==> src/rtl/cpu_pkg.sv <==
package cpu_pkg;

    typedef logic [4:0] reg_addr_t;

    typedef struct packed {
        logic [6:0] funct7;
        reg_addr_t  rs2;
        reg_addr_t  rs1;
        logic [2:0] funct3;
        reg_addr_t  rd;
        logic [6:0] opcode;
    } r_fmt_t;

    typedef struct packed {
        logic [11:0] imm;
        reg_addr_t   rs1;
        logic [2:0]  funct3;
        reg_addr_t   rd;
        logic [6:0]  opcode;
    } i_fmt_t;

    typedef struct packed {
        logic [6:0] imm_hi;
        reg_addr_t  rs2;
        reg_addr_t  rs1;
        logic [2:0] funct3;
        logic [4:0] imm_lo;
        logic [6:0] opcode;
    } s_fmt_t;

    // Branch offset bits are scattered over the word
    typedef struct packed {
        logic       imm12;
        logic [5:0] imm10_5;
        reg_addr_t  rs2;
        reg_addr_t  rs1;
        logic [2:0] funct3;
        logic [3:0] imm4_1;
        logic       imm11;
        logic [6:0] opcode;
    } b_fmt_t;

    typedef union packed {
        r_fmt_t r_fmt;
        i_fmt_t i_fmt;
        s_fmt_t s_fmt;
        b_fmt_t b_fmt;
    } instr_t;

    typedef enum logic [3:0] {
        alu_add,
        alu_sub,
        alu_and,
        alu_or,
        alu_xor,
        alu_slt,
        alu_pass_b   // lui result is the immediate
    } alu_op_e;

    typedef struct packed {
        logic [31:0] pc;
        logic [31:0] rs1_value;
        logic [31:0] rs2_value;
        logic [31:0] imm;
        reg_addr_t   rs1;
        reg_addr_t   rs2;
        reg_addr_t   rd;
        alu_op_e     alu_op;
        logic        alu_src;     // Operand b from imm
        logic        mem_read;
        logic        mem_write;
        logic        reg_write;
        logic        branch;
        logic        branch_ne;   // bne rather than beq
    } id_ex_t;

    typedef struct packed {
        logic [31:0] result;
        logic [31:0] store_data;
        reg_addr_t   rd;
        logic        mem_read;
        logic        mem_write;
        logic        reg_write;
    } ex_mem_t;

    typedef struct packed {
        logic [31:0] alu_result;
        logic [31:0] load_data;
        reg_addr_t   rd;
        logic        mem_to_reg;
        logic        reg_write;
    } mem_wb_t;

endpackage

==> src/rtl/execute.sv <==
`timescale 1ns/1ps

module execute (
    input  logic             clock,
    input  logic             rst,
    input  logic             enable,
    input  cpu_pkg::id_ex_t  id_ex,
    input  cpu_pkg::mem_wb_t mem_wb,
    output cpu_pkg::ex_mem_t ex_mem,
    output logic             flush,
    output logic [31:0]      branch_target
);
    logic        ex_hit_a;
    logic        ex_hit_b;
    logic        wb_hit_a;
    logic        wb_hit_b;
    logic [31:0] wb_value;
    logic [31:0] op_a;
    logic [31:0] rs2_fwd;
    logic [31:0] op_b;
    logic [31:0] result;
    logic        equal;

    // EX/MEM holds the younger result so it wins over MEM/WB
    assign ex_hit_a = ex_mem.reg_write && ex_mem.rd != '0 && ex_mem.rd == id_ex.rs1;
    assign ex_hit_b = ex_mem.reg_write && ex_mem.rd != '0 && ex_mem.rd == id_ex.rs2;
    assign wb_hit_a = mem_wb.reg_write && mem_wb.rd != '0 && mem_wb.rd == id_ex.rs1;
    assign wb_hit_b = mem_wb.reg_write && mem_wb.rd != '0 && mem_wb.rd == id_ex.rs2;

    assign wb_value = mem_wb.mem_to_reg ? mem_wb.load_data : mem_wb.alu_result;

    always_comb begin
        if (ex_hit_a)
            op_a = ex_mem.result;
        else if (wb_hit_a)
            op_a = wb_value;
        else
            op_a = id_ex.rs1_value;
        if (ex_hit_b)
            rs2_fwd = ex_mem.result;
        else if (wb_hit_b)
            rs2_fwd = wb_value;
        else
            rs2_fwd = id_ex.rs2_value;
    end

    assign op_b = id_ex.alu_src ? id_ex.imm : rs2_fwd;

    always_comb begin
        case (id_ex.alu_op)
            cpu_pkg::alu_add:    result = op_a + op_b;
            cpu_pkg::alu_sub:    result = op_a - op_b;
            cpu_pkg::alu_and:    result = op_a & op_b;
            cpu_pkg::alu_or:     result = op_a | op_b;
            cpu_pkg::alu_xor:    result = op_a ^ op_b;
            cpu_pkg::alu_slt:    result = {31'b0, $signed(op_a) < $signed(op_b)};
            cpu_pkg::alu_pass_b: result = op_b;
            default:             result = '0;
        endcase
    end

    // Branch compares the forwarded registers, not the ALU output
    assign equal         = (op_a == rs2_fwd);
    assign flush         = id_ex.branch && (equal ^ id_ex.branch_ne);
    assign branch_target = id_ex.pc + id_ex.imm;

    always_ff @(posedge clock) begin
        if (rst) begin
            ex_mem <= '0;
        end else if (enable) begin
            ex_mem.result     <= result;
            ex_mem.store_data <= rs2_fwd;
            ex_mem.rd         <= id_ex.rd;
            ex_mem.mem_read   <= id_ex.mem_read;
            ex_mem.mem_write  <= id_ex.mem_write;
            ex_mem.reg_write  <= id_ex.reg_write;
        end
    end

    // Decode must turn the slot behind a taken branch into a bubble
    flush_bubble: assert property (@(posedge clock) disable iff (rst)
        enable && flush |=> !(id_ex.mem_read || id_ex.mem_write || id_ex.reg_write))
        else $error("FAIL %0t flush_bubble: mem_read %b mem_write %b reg_write %b expected 0",
                    $time, id_ex.mem_read, id_ex.mem_write, id_ex.reg_write);

endmodule

==> config.mk <==
export PLATFORM = sky130hd
export DESIGN_NAME = execute
export DESIGN_NICKNAME = d
export VERILOG_FILES = /design/src/rtl/cpu_pkg.sv /design/src/rtl/execute.sv
export SDC_FILE = /design/constraint.sdc
export NUM_CORES = 1
export LEC_CHECK = 0
export BUFFER_PORTS_ARGS = -buffer_cell sky130_fd_sc_hd__buf_2
export CAP_MARGIN = 20
export CORE_ASPECT_RATIO = 0.75
export CORE_MARGIN = 2
export CORE_UTILIZATION = 50
export DETAILED_ROUTE_END_ITERATION = 10
export GPL_TIMING_DRIVEN = 0
export PLACE_DENSITY = 0.89
export SLEW_MARGIN = 0
export SYNTH_ARGS = -nofsm -noshare
export SYNTH_HDL_FRONTEND = slang
export SYNTH_SLANG_ARGS = --single-unit
==> constraint.sdc <==
create_clock -name clock -period 15.63 [get_ports clock]
set_input_delay 0 -clock clock [delete_from_list [all_inputs] [get_ports clock]]
set_output_delay 0 -clock clock [all_outputs]
set_load 0.01 [all_outputs]
==> results.cfg <==
[die]
die_h_um = 138
die_w_um = 182
num_io_pins = 332
start_util_pct = 51.4
die_area_um2 = 25100
num_rows = 48
core_area_um2 = 23200

[global_route]
grtUsageTotal_pct = 44.8
grt_max_degree = 14
grt_pass1_vias = 14000
antenna_found_initial = 1
grt_pass1_wl_mm = 84.2
globalRouteOverflowTotal = 0

[yosys]
ys.flop_type = dfxtp_1
synth_warnings = 0
synth_cells = 1693
avgSynthCellArea_um2 = 7.03
syn_area_um2 = 11900
ys_top_cells_by_area = ha_1 15%, dfxtp_1 12%, mux2i_1 8.1%
synth_seq_cells = 72
ys_async_sr_fraction_pct = 0
synth.yosys.seq_area_share_pct = 12.1
synth_top_area_cell = ha_1
syn_nets = 2062
yosysTopAreaCellShare_pct = 14.8
yosysUniqueCellTypes = 63
synth-edff-count = 0

[clock_tree]
h-tree-depth = 3
cts_root_buffer = clkbuf_16
cts_tree = built
cts_buffers = 9
clock_latency_ns = 0.36
clock-sinks = 72
clk_pin_slew_worst_paths_ns = 0.07
cts_buffer_depth = 2

[detailed_routing]
first_iter_violations = 2717
wl_mm = 58.7
wire_per_inst_um = 24.9
drcViolationCount = 0
ant_nets = 0
vias_per_cell = 6.63
dr.pass1.iters = 7
dr_total_vias = 15600

[sta]
skew_ns = 0.0136
hold_viol = 0
fmax_mhz = 134
slew_violations = 0
min_period_over_period_pct = 47.8
tns_ns = 0
relSlewSlack_pct = 13.4
tightestPinTransition_ns = 1.29
setup_violations = 0
min_period_ns = 7.47
rsz0062_at_grt = no

[outcome]
status = completed

[setup_path]
cp-start-kind = register
path_max_fanout = 10
cp.required_ns = 15.92
reg2reg_slack_ns = 8.16
worst_path_max_delay_cell = a221oi_1
cp_num_buf_inv = 5
r2r-start = ex_mem[7]$_SDFFE_PP0P_
crit_chain = xor2_1 -> nor3_1 -> and3_1 -> clkbuf_1 -> clkbuf_1 -> clkbuf_1 -> o21ai_0 -> mux2i_1 -> inv_1 -> ha_1 -> clkbuf_1 -> a21o_1 -> a21oi_1 -> and2_1 -> o311ai_0 -> a221oi_1 -> or4_1 -> a21oi_1 -> o21ai_0 -> mux2_2 -> a21oi_1 -> a21o_1
critPathKind = register to register
cp_slowest_stage_delay_ns = 0.90
crit_family = compound AO/OA/AOI/OAI gates
cp-end-kind = register
crit_cells = 22
arrival_ns = 7.77
reg2reg_to = ex_mem[69]$_SDFFE_PP0P_
path_common_cell = clkbuf_1
r2r_cells = 22

[min_path]
min-delay-path-class = input port to register
hp-start = id_ex[9]
whs_endpoint = ex_mem[43]$_SDFFE_PP0P_
worstHoldPathCells = 4

[placed_design]
portBuffers = 328
dp_hpwl_mm = 47.9
place.gp.congestion = 1.16
dp_cells = 2323

[job]
drv_cap = 0

[pwr]
p_clk_share_pct = 24.1
p_sw_share_pct = 45.6
seq_power_share_pct = 21.5
ir_drop_mv = 0.0542
combPwrFrac_pct = 54.4
power.density_nw_per_um2 = 65.7
p_leak_nw = 6.56
p_int_mw = 0.513
p_sw_mw = 0.430

[final_layout]
final_nets = 2416
syn_to_final_growth_pct = 20.7
final-instance-count-excl-fill = 2354
regMostFlops = ex_mem
final_core_util_pct = 62.0
largest_reg_flops = 72
layout_common_cells = 333 x buf_2, 198 x nor2_1, 157 x o21ai_0, 141 x ha_1, 140 x nand2_1
layout_commonest_cell = buf_2
n_fill_cell = 2096
largestRegisters = ex_mem (72)
drive_above_1_share_pct = 19.8
kinds of logic after synthesis:
family          Yosys count  share of synthesized area (%)
compound gates          497                           26.4
xor+xnor                 98                           7.21
fa+ha+maj               142                           15.0
buf+inv                 202                           6.44
flops                    72                           12.1
mux                     138                           12.0
simple gates            544                           20.8
how the worst max path moves through the flow:
| stage | from | to |
|---|---|---|
| floorplan | ex_mem[7]$_SDFFE_PP0P_ | ex_mem[67]$_SDFFE_PP0P_ |
| global placement | ex_mem[4]$_SDFFE_PP0P_ | ex_mem[67]$_SDFFE_PP0P_ |
| detailed placement | ex_mem[7]$_SDFFE_PP0P_ | ex_mem[67]$_SDFFE_PP0P_ |
| CTS | ex_mem[7]$_SDFFE_PP0P_ | ex_mem[67]$_SDFFE_PP0P_ |
| global route | ex_mem[7]$_SDFFE_PP0P_ | ex_mem[67]$_SDFFE_PP0P_ |
| finish | ex_mem[7]$_SDFFE_PP0P_ | ex_mem[69]$_SDFFE_PP0P_ |
worst reg2reg max path, stage by stage, from the launching register on:
cell	delay (ns)
dfxtp_1	0.46
xor2_1	0.11
nor3_1	0.33
and3_1	0.28
clkbuf_1	0.46
clkbuf_1	0.47
clkbuf_1	0.51
o21ai_0	0.40
mux2i_1	0.44
inv_1	0.13
ha_1	0.30
clkbuf_1	0.20
a21o_1	0.20
a21oi_1	0.33
and2_1	0.30
o311ai_0	0.19
a221oi_1	0.90
or4_1	0.29
a21oi_1	0.13
o21ai_0	0.20
mux2_2	0.39
a21oi_1	0.26
a21o_1	0.14
through the flow:
step	hold WS, ns	total power, mW	area, um2	setup slack, ns
floorplan	0.140	0.511	11900	10.30
global route	0.193	0.976	14400	7.97
global placement	0.238	0.677	13900	8.69
CTS	0.145	0.910	14300	8.60
detailed placement	0.249	0.685	13900	8.63
finish	0.200	0.944	14400	8.16
power groups by stage:
stage | Sequential [mW] | Clock (mW) | Combinational [mW]
floorplan | 0.208 | 0 | 0.303
global placement | 0.205 | 0 | 0.471
detailed placement | 0.206 | 0 | 0.480
CTS | 0.202 | 0.224 | 0.485
global route | 0.203 | 0.230 | 0.543
finish | 0.203 | 0.227 | 0.513
timing repair:
action,CTS,global route
gates resized for setup,0,0
setup buffers,0,0
hold endpoints to repair,8,0
hold buffers,8,0
per-layer routing:
metal / part of all wire, % / GRT usage [%]
met5: 0.090 / 0
met4: 4.7 / 17.2
met3: 19 / 23.0
met2: 38 / 62.8
met1: 38 / 57.8
layout make-up:
type | instances | area, um2 | share of cell area, %
antenna | 2 | 5.00 | 0.0348
buffer | 92 | 354 | 2.46
clock buffer | 11 | 253 | 1.76
clock inverter | 5 | 63.8 | 0.444
inverter | 110 | 413 | 2.87
multi-input combinational | 1419 | 9700 | 67.5
sequential | 72 | 1440 | 10.0
tap | 300 | 375 | 2.61
timing repair buffer | 343 | 1760 | 12.3
synth_stat cells, types with 14 or more instances:
library cell,count
inv_1,106
xnor2_1,71
or3_1,15
dfxtp_1,72
o21bai_1,18
nor3_1,64
ha_1,141
a211oi_1,18
mux2i_1,96
nand4_1,14
nand2b_1,15
o21ai_0,157
mux2_2,42
nand3_1,29
a21o_1,25
a221oi_1,33
nand2_1,140
xor2_1,27
o211ai_1,14
clkbuf_1,77
nor2_1,198
a21oi_1,117
Note: power is estimated with default switching activity, not from simulation.
