**src/rtl/cpu_pkg.sv**
```systemverilog
package cpu_pkg;

    typedef logic [4:0] reg_addr_t;

    typedef struct packed {
        logic [6:0] funct7;
        reg_addr_t  rs2;
        reg_addr_t  rs1;
        logic [2:0] funct3;
        reg_addr_t  rd;
        logic [6:0] opcode;
    } r_fmt_t;

    typedef struct packed {
        logic [11:0] imm;
        reg_addr_t   rs1;
        logic [2:0]  funct3;
        reg_addr_t   rd;
        logic [6:0]  opcode;
    } i_fmt_t;

    typedef struct packed {
        logic [6:0] imm_hi;
        reg_addr_t  rs2;
        reg_addr_t  rs1;
        logic [2:0] funct3;
        logic [4:0] imm_lo;
        logic [6:0] opcode;
    } s_fmt_t;

    // Branch offset bits are scattered over the word
    typedef struct packed {
        logic       imm12;
        logic [5:0] imm10_5;
        reg_addr_t  rs2;
        reg_addr_t  rs1;
        logic [2:0] funct3;
        logic [3:0] imm4_1;
        logic       imm11;
        logic [6:0] opcode;
    } b_fmt_t;

    typedef union packed {
        r_fmt_t r_fmt;
        i_fmt_t i_fmt;
        s_fmt_t s_fmt;
        b_fmt_t b_fmt;
    } instr_t;

    typedef enum logic [3:0] {
        alu_add,
        alu_sub,
        alu_and,
        alu_or,
        alu_xor,
        alu_slt,
        alu_pass_b   // lui result is the immediate
    } alu_op_e;

    typedef struct packed {
        logic [31:0] pc;
        logic [31:0] rs1_value;
        logic [31:0] rs2_value;
        logic [31:0] imm;
        reg_addr_t   rs1;
        reg_addr_t   rs2;
        reg_addr_t   rd;
        alu_op_e     alu_op;
        logic        alu_src;     // Operand b from imm
        logic        mem_read;
        logic        mem_write;
        logic        reg_write;
        logic        branch;
        logic        branch_ne;   // bne rather than beq
    } id_ex_t;

    typedef struct packed {
        logic [31:0] result;
        logic [31:0] store_data;
        reg_addr_t   rd;
        logic        mem_read;
        logic        mem_write;
        logic        reg_write;
    } ex_mem_t;

    typedef struct packed {
        logic [31:0] alu_result;
        logic [31:0] load_data;
        reg_addr_t   rd;
        logic        mem_to_reg;
        logic        reg_write;
    } mem_wb_t;

endpackage

```
**src/rtl/fetch.sv**
```systemverilog
`timescale 1ns/1ps

module fetch #(
    parameter logic [31:0] reset_pc = 32'h0
) (
    input  logic            clock,
    input  logic            rst,
    input  logic            enable,
    input  logic            stall,
    input  logic            flush,
    input  logic [31:0]     branch_target,
    input  cpu_pkg::instr_t rom_data,
    output logic [31:0]     rom_address,
    output logic [31:0]     if_pc,
    output cpu_pkg::instr_t if_instr
);
    logic [31:0] pc;

    assign rom_address = pc;

    always_ff @(posedge clock) begin
        if (rst) begin
            pc       <= reset_pc;
            if_pc    <= '0;
            if_instr <= '0;
        end else if (enable) begin
            if (flush) begin
                pc       <= branch_target;
                if_instr <= '0;   // All-zero word decodes as a bubble
            end else if (!stall) begin
                pc       <= pc + 32'd4;
                if_pc    <= pc;
                if_instr <= rom_data;
            end
        end
    end

    // Redirects and reset_pc must both keep the fetch address on a word
    pc_word_aligned: assert property (@(posedge clock) disable iff (rst)
        pc[1:0] == 2'b00)
        else $error("FAIL %0t pc_word_aligned: pc %h expected low bits 00", $time, pc);

endmodule

```
**config.mk**
```make
export PLATFORM = sky130hd
export DESIGN_NAME = fetch
export DESIGN_NICKNAME = d
export VERILOG_FILES = /design/src/rtl/cpu_pkg.sv /design/src/rtl/fetch.sv
export SDC_FILE = /design/constraint.sdc
export NUM_CORES = 1
export LEC_CHECK = 0
export ABC_AREA = 1
export BUFFER_PORTS_ARGS = -buffer_cell sky130_fd_sc_hd__buf_2
export CAP_MARGIN = 25
export CORE_UTILIZATION = 25
export CTS_BUF_LIST = sky130_fd_sc_hd__clkbuf_8
export DETAILED_ROUTE_END_ITERATION = 8
export GPL_TIMING_DRIVEN = 0
export PLACE_DENSITY = 0.45
export SLEW_MARGIN = 30
export SYNTH_ARGS = -nofsm -noshare
export SYNTH_HDL_FRONTEND = slang
export SYNTH_SLANG_ARGS = --single-unit
```
**constraint.sdc**
```tcl
create_clock -name clock -period 1.74 [get_ports clock]
set_input_delay 0.261 -clock clock [delete_from_list [all_inputs] [get_ports clock]]
set_output_delay 0.261 -clock clock [all_outputs]
set_load 0.005 [all_outputs]
```
==> out/metrics.cfg, run 1 <==
[status]
outcome=completed

[detailed_routing]
via_per_inst=4.483
first_pass_iters=4
ant_nets=0
routedWlPerCell_um=15.07
drt-initial-drc-count=188
drc_errors=0
via_count=4644
drt_wl_total_mm=15.61

[setup_path]
crit_family=simple AND/OR/NAND/NOR gates
cp-end-kind=flip-flop
cp-start-kind=flip-flop
slowest_delay_ns=0.40
rr_startpoint=rom_address[3]
cp_max_fo=6
critPathRequiredTime_ns=2.05
worstPathCellList=ha_1 -> nand2_1 -> nor2_4 -> nand2_4 -> nor2_4 -> nand2_1 -> nand2_1 -> nand3_1 -> a21oi_1
crit_top_cell=nand2_1
cp_num_buf_inv=0
cp_slowest_cell=dfxtp_2
critPathKind=reg -> reg
critPathArrivalTime_ns=1.93
setup.worst_path.start=rom_address[3]

[placement]
hpwlAfterDp_mm=11.86
dp.cells=1020
port_buffers=163
gp_congestion=0.7837

[grt]
grt_antenna_before_repair=0
grt_usage=0.1766
grt_pass1_wl_mm=24.36
grt.overflow.total=0
grt_pass1_vias=4417
grt_max_degree=16

[power]
combinationalPowerShare=0.141
p_per_area_nw_per_um2=818.7
p_seq_frac=0.520
internal-power_w=0.003328
switching_share=0.2878
clock_power_share=0.339
p_switching_w=0.001345
leakage_nw=2.536
ir_worst_vdd_uv=306.5

[floorplan]
ios=165
fp.coreArea_um2=17240
die_w_um=134.4
initial_core_util=0.2544
dieArea_um2=18070
row_count=48
die_y_um=134.4

[sta]
clock_skew_ns=0.01137
fin_crit_ns=1.621
tns_ns=0
max_freq_mhz=616.9
finalSetupViolCount=0
period_share=0.9316
hold_viol_final=0
maxSlewViolCount=0
maxSlewHeadroom=0.5817
holdWs_ns=0.1168
rsz0062_at_grt=false
max_slew.worst_pin.slew_ns=0.6274

[synthesis]
yosysUniqueCellTypes=24
synth_xor_area_frac=0.003995
ys_seq_area_frac=0.4384
synth_top_family_by_area=simple AND/OR/NAND/NOR gates
syn_nets=702
netlist_instances=632
async_flop_share=0
yosys-top-cells-area=dfxtp_1 44%, nand2_1 15%, a21oi_1 11%
synthTopCellsByCount=178 x nand2_1, 96 x a21oi_1, 96 x dfxtp_1
yosys.area_share.simple=0.2805
synth_area_um2=4384
ys_seq_elements=96
yosysWarnings=0
synth_area_leader_cell=dfxtp_1
synth_compound_area_frac=0.1963
synth_ff_type=dfxtp_1
muxShareOfSynthArea=0
synth_top_area_frac=0.4384
synthAdderAreaFrac=0.002854
synthMostInstantiatedCell=nand2_1
synth_edf_count=0
syn_avg_cell_area_um2=6.937

[clock_network]
clk_pin_slew_ns=0.10
cts_buffers=9
h-tree-depth=3
cts_sinks=96
cts.path.max_buffers=2
cts_tree=done
clk_latency_ns=0.38
cts_setup_buffers=0
cts_root_buf=clkbuf_8

[finish]
insertedDiodeCount=0
drive_gt1_frac=0.2737
n_fill_cell=1903
fin_cells=1036
nets=876
area_growth_pct=30.19

[min_path]
min-delay-start=rom_data[13]
holdCritPathClass=in -> reg

[run]
drv_cap=0

[per-stage QoR]
| stage | power (W) | cell area (µm²) | util | setup slack [ns] |
|---|---|---|---|---|
| 3_3_place_gp | 0.003153 | 5482 | 0.3180 | -0.03038 |
| 6_report | 0.004673 | 5708 | 0.3312 | 0.1190 |
| 3_5_place_dp | 0.003150 | 5482 | 0.3180 | -0.02464 |
| 4_1_cts | 0.004753 | 5693 | 0.3303 | 0.01031 |
| 5_1_grt | 0.004944 | 5708 | 0.3312 | 0.000005551 |
| 2_1_floorplan | 0.002801 | 4384 | - | 0.3424 |
[power by group through the flow]
stage	Sequential (W)	Clock (W)	Combinational, W
5_1_grt	0.00245	0.00174	0.000748
3_3_place_gp	0.00248	0	0.000671
6_report	0.00243	0.00158	0.000660
2_1_floorplan	0.00246	0	0.000340
3_5_place_dp	0.00248	0	0.000670
4_1_cts	0.00243	0.00165	0.000673
[logic make-up after synthesis]
logic type	after synthesis
and+or+nand+nor	294
AOI/OAI and AO/OA	167
DFF	96
buffers and inverters	72
xor gates and xnor gates	2
adders and majority gates	1
[repair_timing]
item                       in CTS  in global routing
hold buffers                    0                  0
pin swaps                       0                  1
gates resized for setup         1                  7
setup endpoints to repair       2                 10
[layer usage]
layer / GRT usage / wire length [µm] / vias up
li1: - / - / 2412
met4: 0.06055 / 276 / 0
met5: 0 / 0 / -
met1: 0.2422 / 7607 / 2108
met2: 0.2804 / 6967 / 108
met3: 0.02759 / 762 / 16
[worst paths after layout]
check        depth (start not counted)  slack, ns               to
max                                  9       0.12  rom_address[26]
min                                  3       0.12     if_instr[13]
max reg2reg                          9       0.12  rom_address[26]
min reg2reg                          2       0.47      if_instr[4]
[sequential cells by signal, summed over array words and instances (netlist names)]
name,cells
if_instr,32
if_pc,32
rom_address,32
[cell type report]
type / count / area (µm²) / area share
clock inverters: 5 / 55.05 / 0.009645
flip-flops and latches: 96 / 1927 / 0.3376
plain buffers: 35 / 202.7 / 0.03551
inverters: 37 / 138.9 / 0.02433
repair buffers: 163 / 815.8 / 0.1429
clock buffers: 11 / 151.4 / 0.02652
well taps: 225 / 281.5 / 0.04932
multi-input cells: 464 / 2136 / 0.3742
[cell usage in the layout (no fill, tap or decap), drive strengths merged, types with 2 or more instances in the layout]
| cell type | instances |
|---|---|
| clkbuf | 23 |
| nor2 | 76 |
| dfxtp | 96 |
| o21ai | 58 |
| inv | 39 |
| buf | 186 |
| a21oi | 96 |
| xnor2 | 2 |
| a31oi | 5 |
| nand3 | 32 |
| a211oi | 7 |
| nand2 | 183 |
| and2 | 2 |
[worst reg2reg max path, stage by stage (launching register included)]
cell and delay [ns]:
dfxtp_2 0.40, ha_1 0.21, nand2_1 0.11, nor2_4 0.18, nand2_4 0.11, nor2_4 0.23
nand2_1 0.07, nand2_1 0.06, nand3_1 0.06, a21oi_1 0.11
No activity file was read; power rests on OpenSTA's default activity.
==> run 2: changes to the inputs <==
--- a/config.mk
+++ b/config.mk
@@ -9,7 +9,6 @@
 export BUFFER_PORTS_ARGS = -buffer_cell sky130_fd_sc_hd__buf_2
 export CAP_MARGIN = 25
 export CORE_UTILIZATION = 25
-export CTS_BUF_LIST = sky130_fd_sc_hd__clkbuf_8
 export DETAILED_ROUTE_END_ITERATION = 8
 export GPL_TIMING_DRIVEN = 0
 export PLACE_DENSITY = 0.45
==> run 2 against run 1 <==
  * Count of clock-buffer cells in the layout grew 1
  * Die area is the same
  * Global-route usage is essentially flat
  * Maximum frequency barely moved
  * Flip-flop and latch count did not move
  * Non-clock buffer count unchanged
  * Critical path type unchanged
==> out/metrics.cfg, run 2 (synthesis results as in run 1) <==
[status]
outcome=completed

[detailed_routing]
ant_nets=0
drt_wl_total_mm=15.63
routedWlPerCell_um=15.09
drt-initial-drc-count=196
via_count=4689
via_per_inst=4.526
drc_errors=0
first_pass_iters=5

[grt]
grt.overflow.total=0
busiest_layer=met2
met3_usage=0.02759
grt_usage=0.1762
grt_max_degree=16
grt_antenna_before_repair=0
grt_pass1_vias=4417
grt_util_met2=0.2784
met1_usage=0.2434
grt_pass1_wl_mm=24.32

[setup_path]
cp-end-kind=flip-flop
cp_slowest_cell=dfxtp_2
worstPathCellList=ha_1 -> nand2_1 -> nor2_4 -> nand2_1 -> nor2_4 -> nand2_1 -> nand2_1 -> nand2_1 -> a21oi_1
critPathRequiredTime_ns=2.02
setup.worst_path.start=rom_address[3]
slowest_delay_ns=0.39
critPathArrivalTime_ns=1.90
crit_family=simple AND/OR/NAND/NOR gates
cp_num_buf_inv=0
cp_max_fo=6
critPathKind=reg -> reg
rr_startpoint=rom_address[3]
crit_top_cell=nand2_1
cp-start-kind=flip-flop

[sta]
max_freq_mhz=616.9
maxSlewViolCount=0
clock_skew_ns=0.009414
rsz0062_at_grt=false
holdWs_ns=0.1514
hold_viol_final=0
tns_ns=0
period_share=0.9317
finalSetupViolCount=0
max_slew.worst_pin.slew_ns=0.6348
maxSlewHeadroom=0.5768
fin_crit_ns=1.621

[finish]
nets=876
insertedDiodeCount=0
n_fill_cell=1885
fin_area_um2=5807
final_cell_mix=178 x nand2_1, 172 x buf_2, 96 x a21oi_1, 94 x dfxtp_1, 63 x nor2_1
final_common_cell=nand2_1
fin_cells=1036
area_growth_pct=32.45
drive_gt1_frac=0.2713

[floorplan]
die_w_um=134.4
die_y_um=134.4
fp.coreArea_um2=17240
row_count=48
initial_core_util=0.2544
dieArea_um2=18070
ios=165

[placement]
port_buffers=163
hpwlAfterDp_mm=11.86
placed_cell_area_um2=5482
gp_congestion=0.7837
dp.cells=1020

[clock_network]
ctsHoldBuffers=0
cts.path.max_buffers=2
cts_setup_buffers=0
cts_root_buf=clkbuf_16
cts_tree=done
cts_sinks=96
cts_buffers=9
clk_pin_slew_ns=0.07
h-tree-depth=3
clk_latency_ns=0.35

[min_path]
holdCritPathClass=in -> reg
min-delay-start=rom_data[10]

[power]
p_per_area_nw_per_um2=894.3
leakage_nw=2.577
ir_worst_vdd_uv=456.2

[run]
drv_cap=0

## run 2: cell types whose count changed in the layout (fill, tap and decap cells not counted)
cell | previous run | this run
clkbuf_1 | 12 | 13
inv_1 | 35 | 34
dfxtp_2 | 4 | 2
clkbuf_8 | 11 | 2
clkbuf_16 | 0 | 9
dfxtp_1 | 92 | 94
## run 2: per-stage QoR
step                      total power, W  utilization  worst slack [ns]
after floorplan                 0.002801            -            0.3424
after global placement          0.003153       0.3180          -0.03038
after detailed placement        0.003150       0.3180          -0.02464
after CTS                       0.005258       0.3362           0.02401
after global routing            0.005460       0.3369           0.01481
final                           0.005193       0.3369            0.1189
## run 2: path summary, 6_finish.rpt
| check | to | slack, ns | depth (start not counted) |
|---|---|---|---|
| hold / removal | if_instr[10] | 0.15 | 3 |
| hold reg to reg | if_instr[4] | 0.46 | 2 |
| setup reg to reg | rom_address[16] | 0.12 | 9 |
| setup / recovery | rom_address[16] | 0.12 | 9 |
## run 2: final cells by class
class / instances / area, µm² / share of cell area
multi-input combinational: 464 / 2136 / 0.3678
sequential: 96 / 1924 / 0.3314
timing repair buffer: 163 / 815.8 / 0.1405
tap: 225 / 281.5 / 0.04848
clock buffer: 12 / 256.5 / 0.04417
buffer: 35 / 202.7 / 0.03491
inverter: 37 / 138.9 / 0.02392
clock inverter: 4 / 51.30 / 0.008834
## run 2: where the power goes
part           total, W  internal [W]  leakage (nW)  switching [W]
combinational  0.000662      0.000274          1.64       0.000388
sequential      0.00243       0.00231         0.786       0.000118
clock           0.00210       0.00120         0.149       0.000903
## run 2: timing repair
| item | 4_1_cts | 5_1_grt |
|---|---|---|
| setup endpoints to repair | 2 | 10 |
| pin swaps | 0 | 1 |
| gates resized for setup | 1 | 5 |
## run 2: tightest hold or removal path: cells and delay by family
family | cells | cell delay, ns
simple gates | 1 | 0.05
buf+inv | 1 | 0.09
compound gates | 1 | 0.05
## run 2: metal layers
| layer | share of wire | vias to the layer above |
|---|---|---|
| met5 | 0 | - |
| met4 | 0.016 | 0 |
| met3 | 0.046 | 15 |
| met2 | 0.44 | 112 |
| met1 | 0.49 | 2149 |
| li1 | - | 2413 |
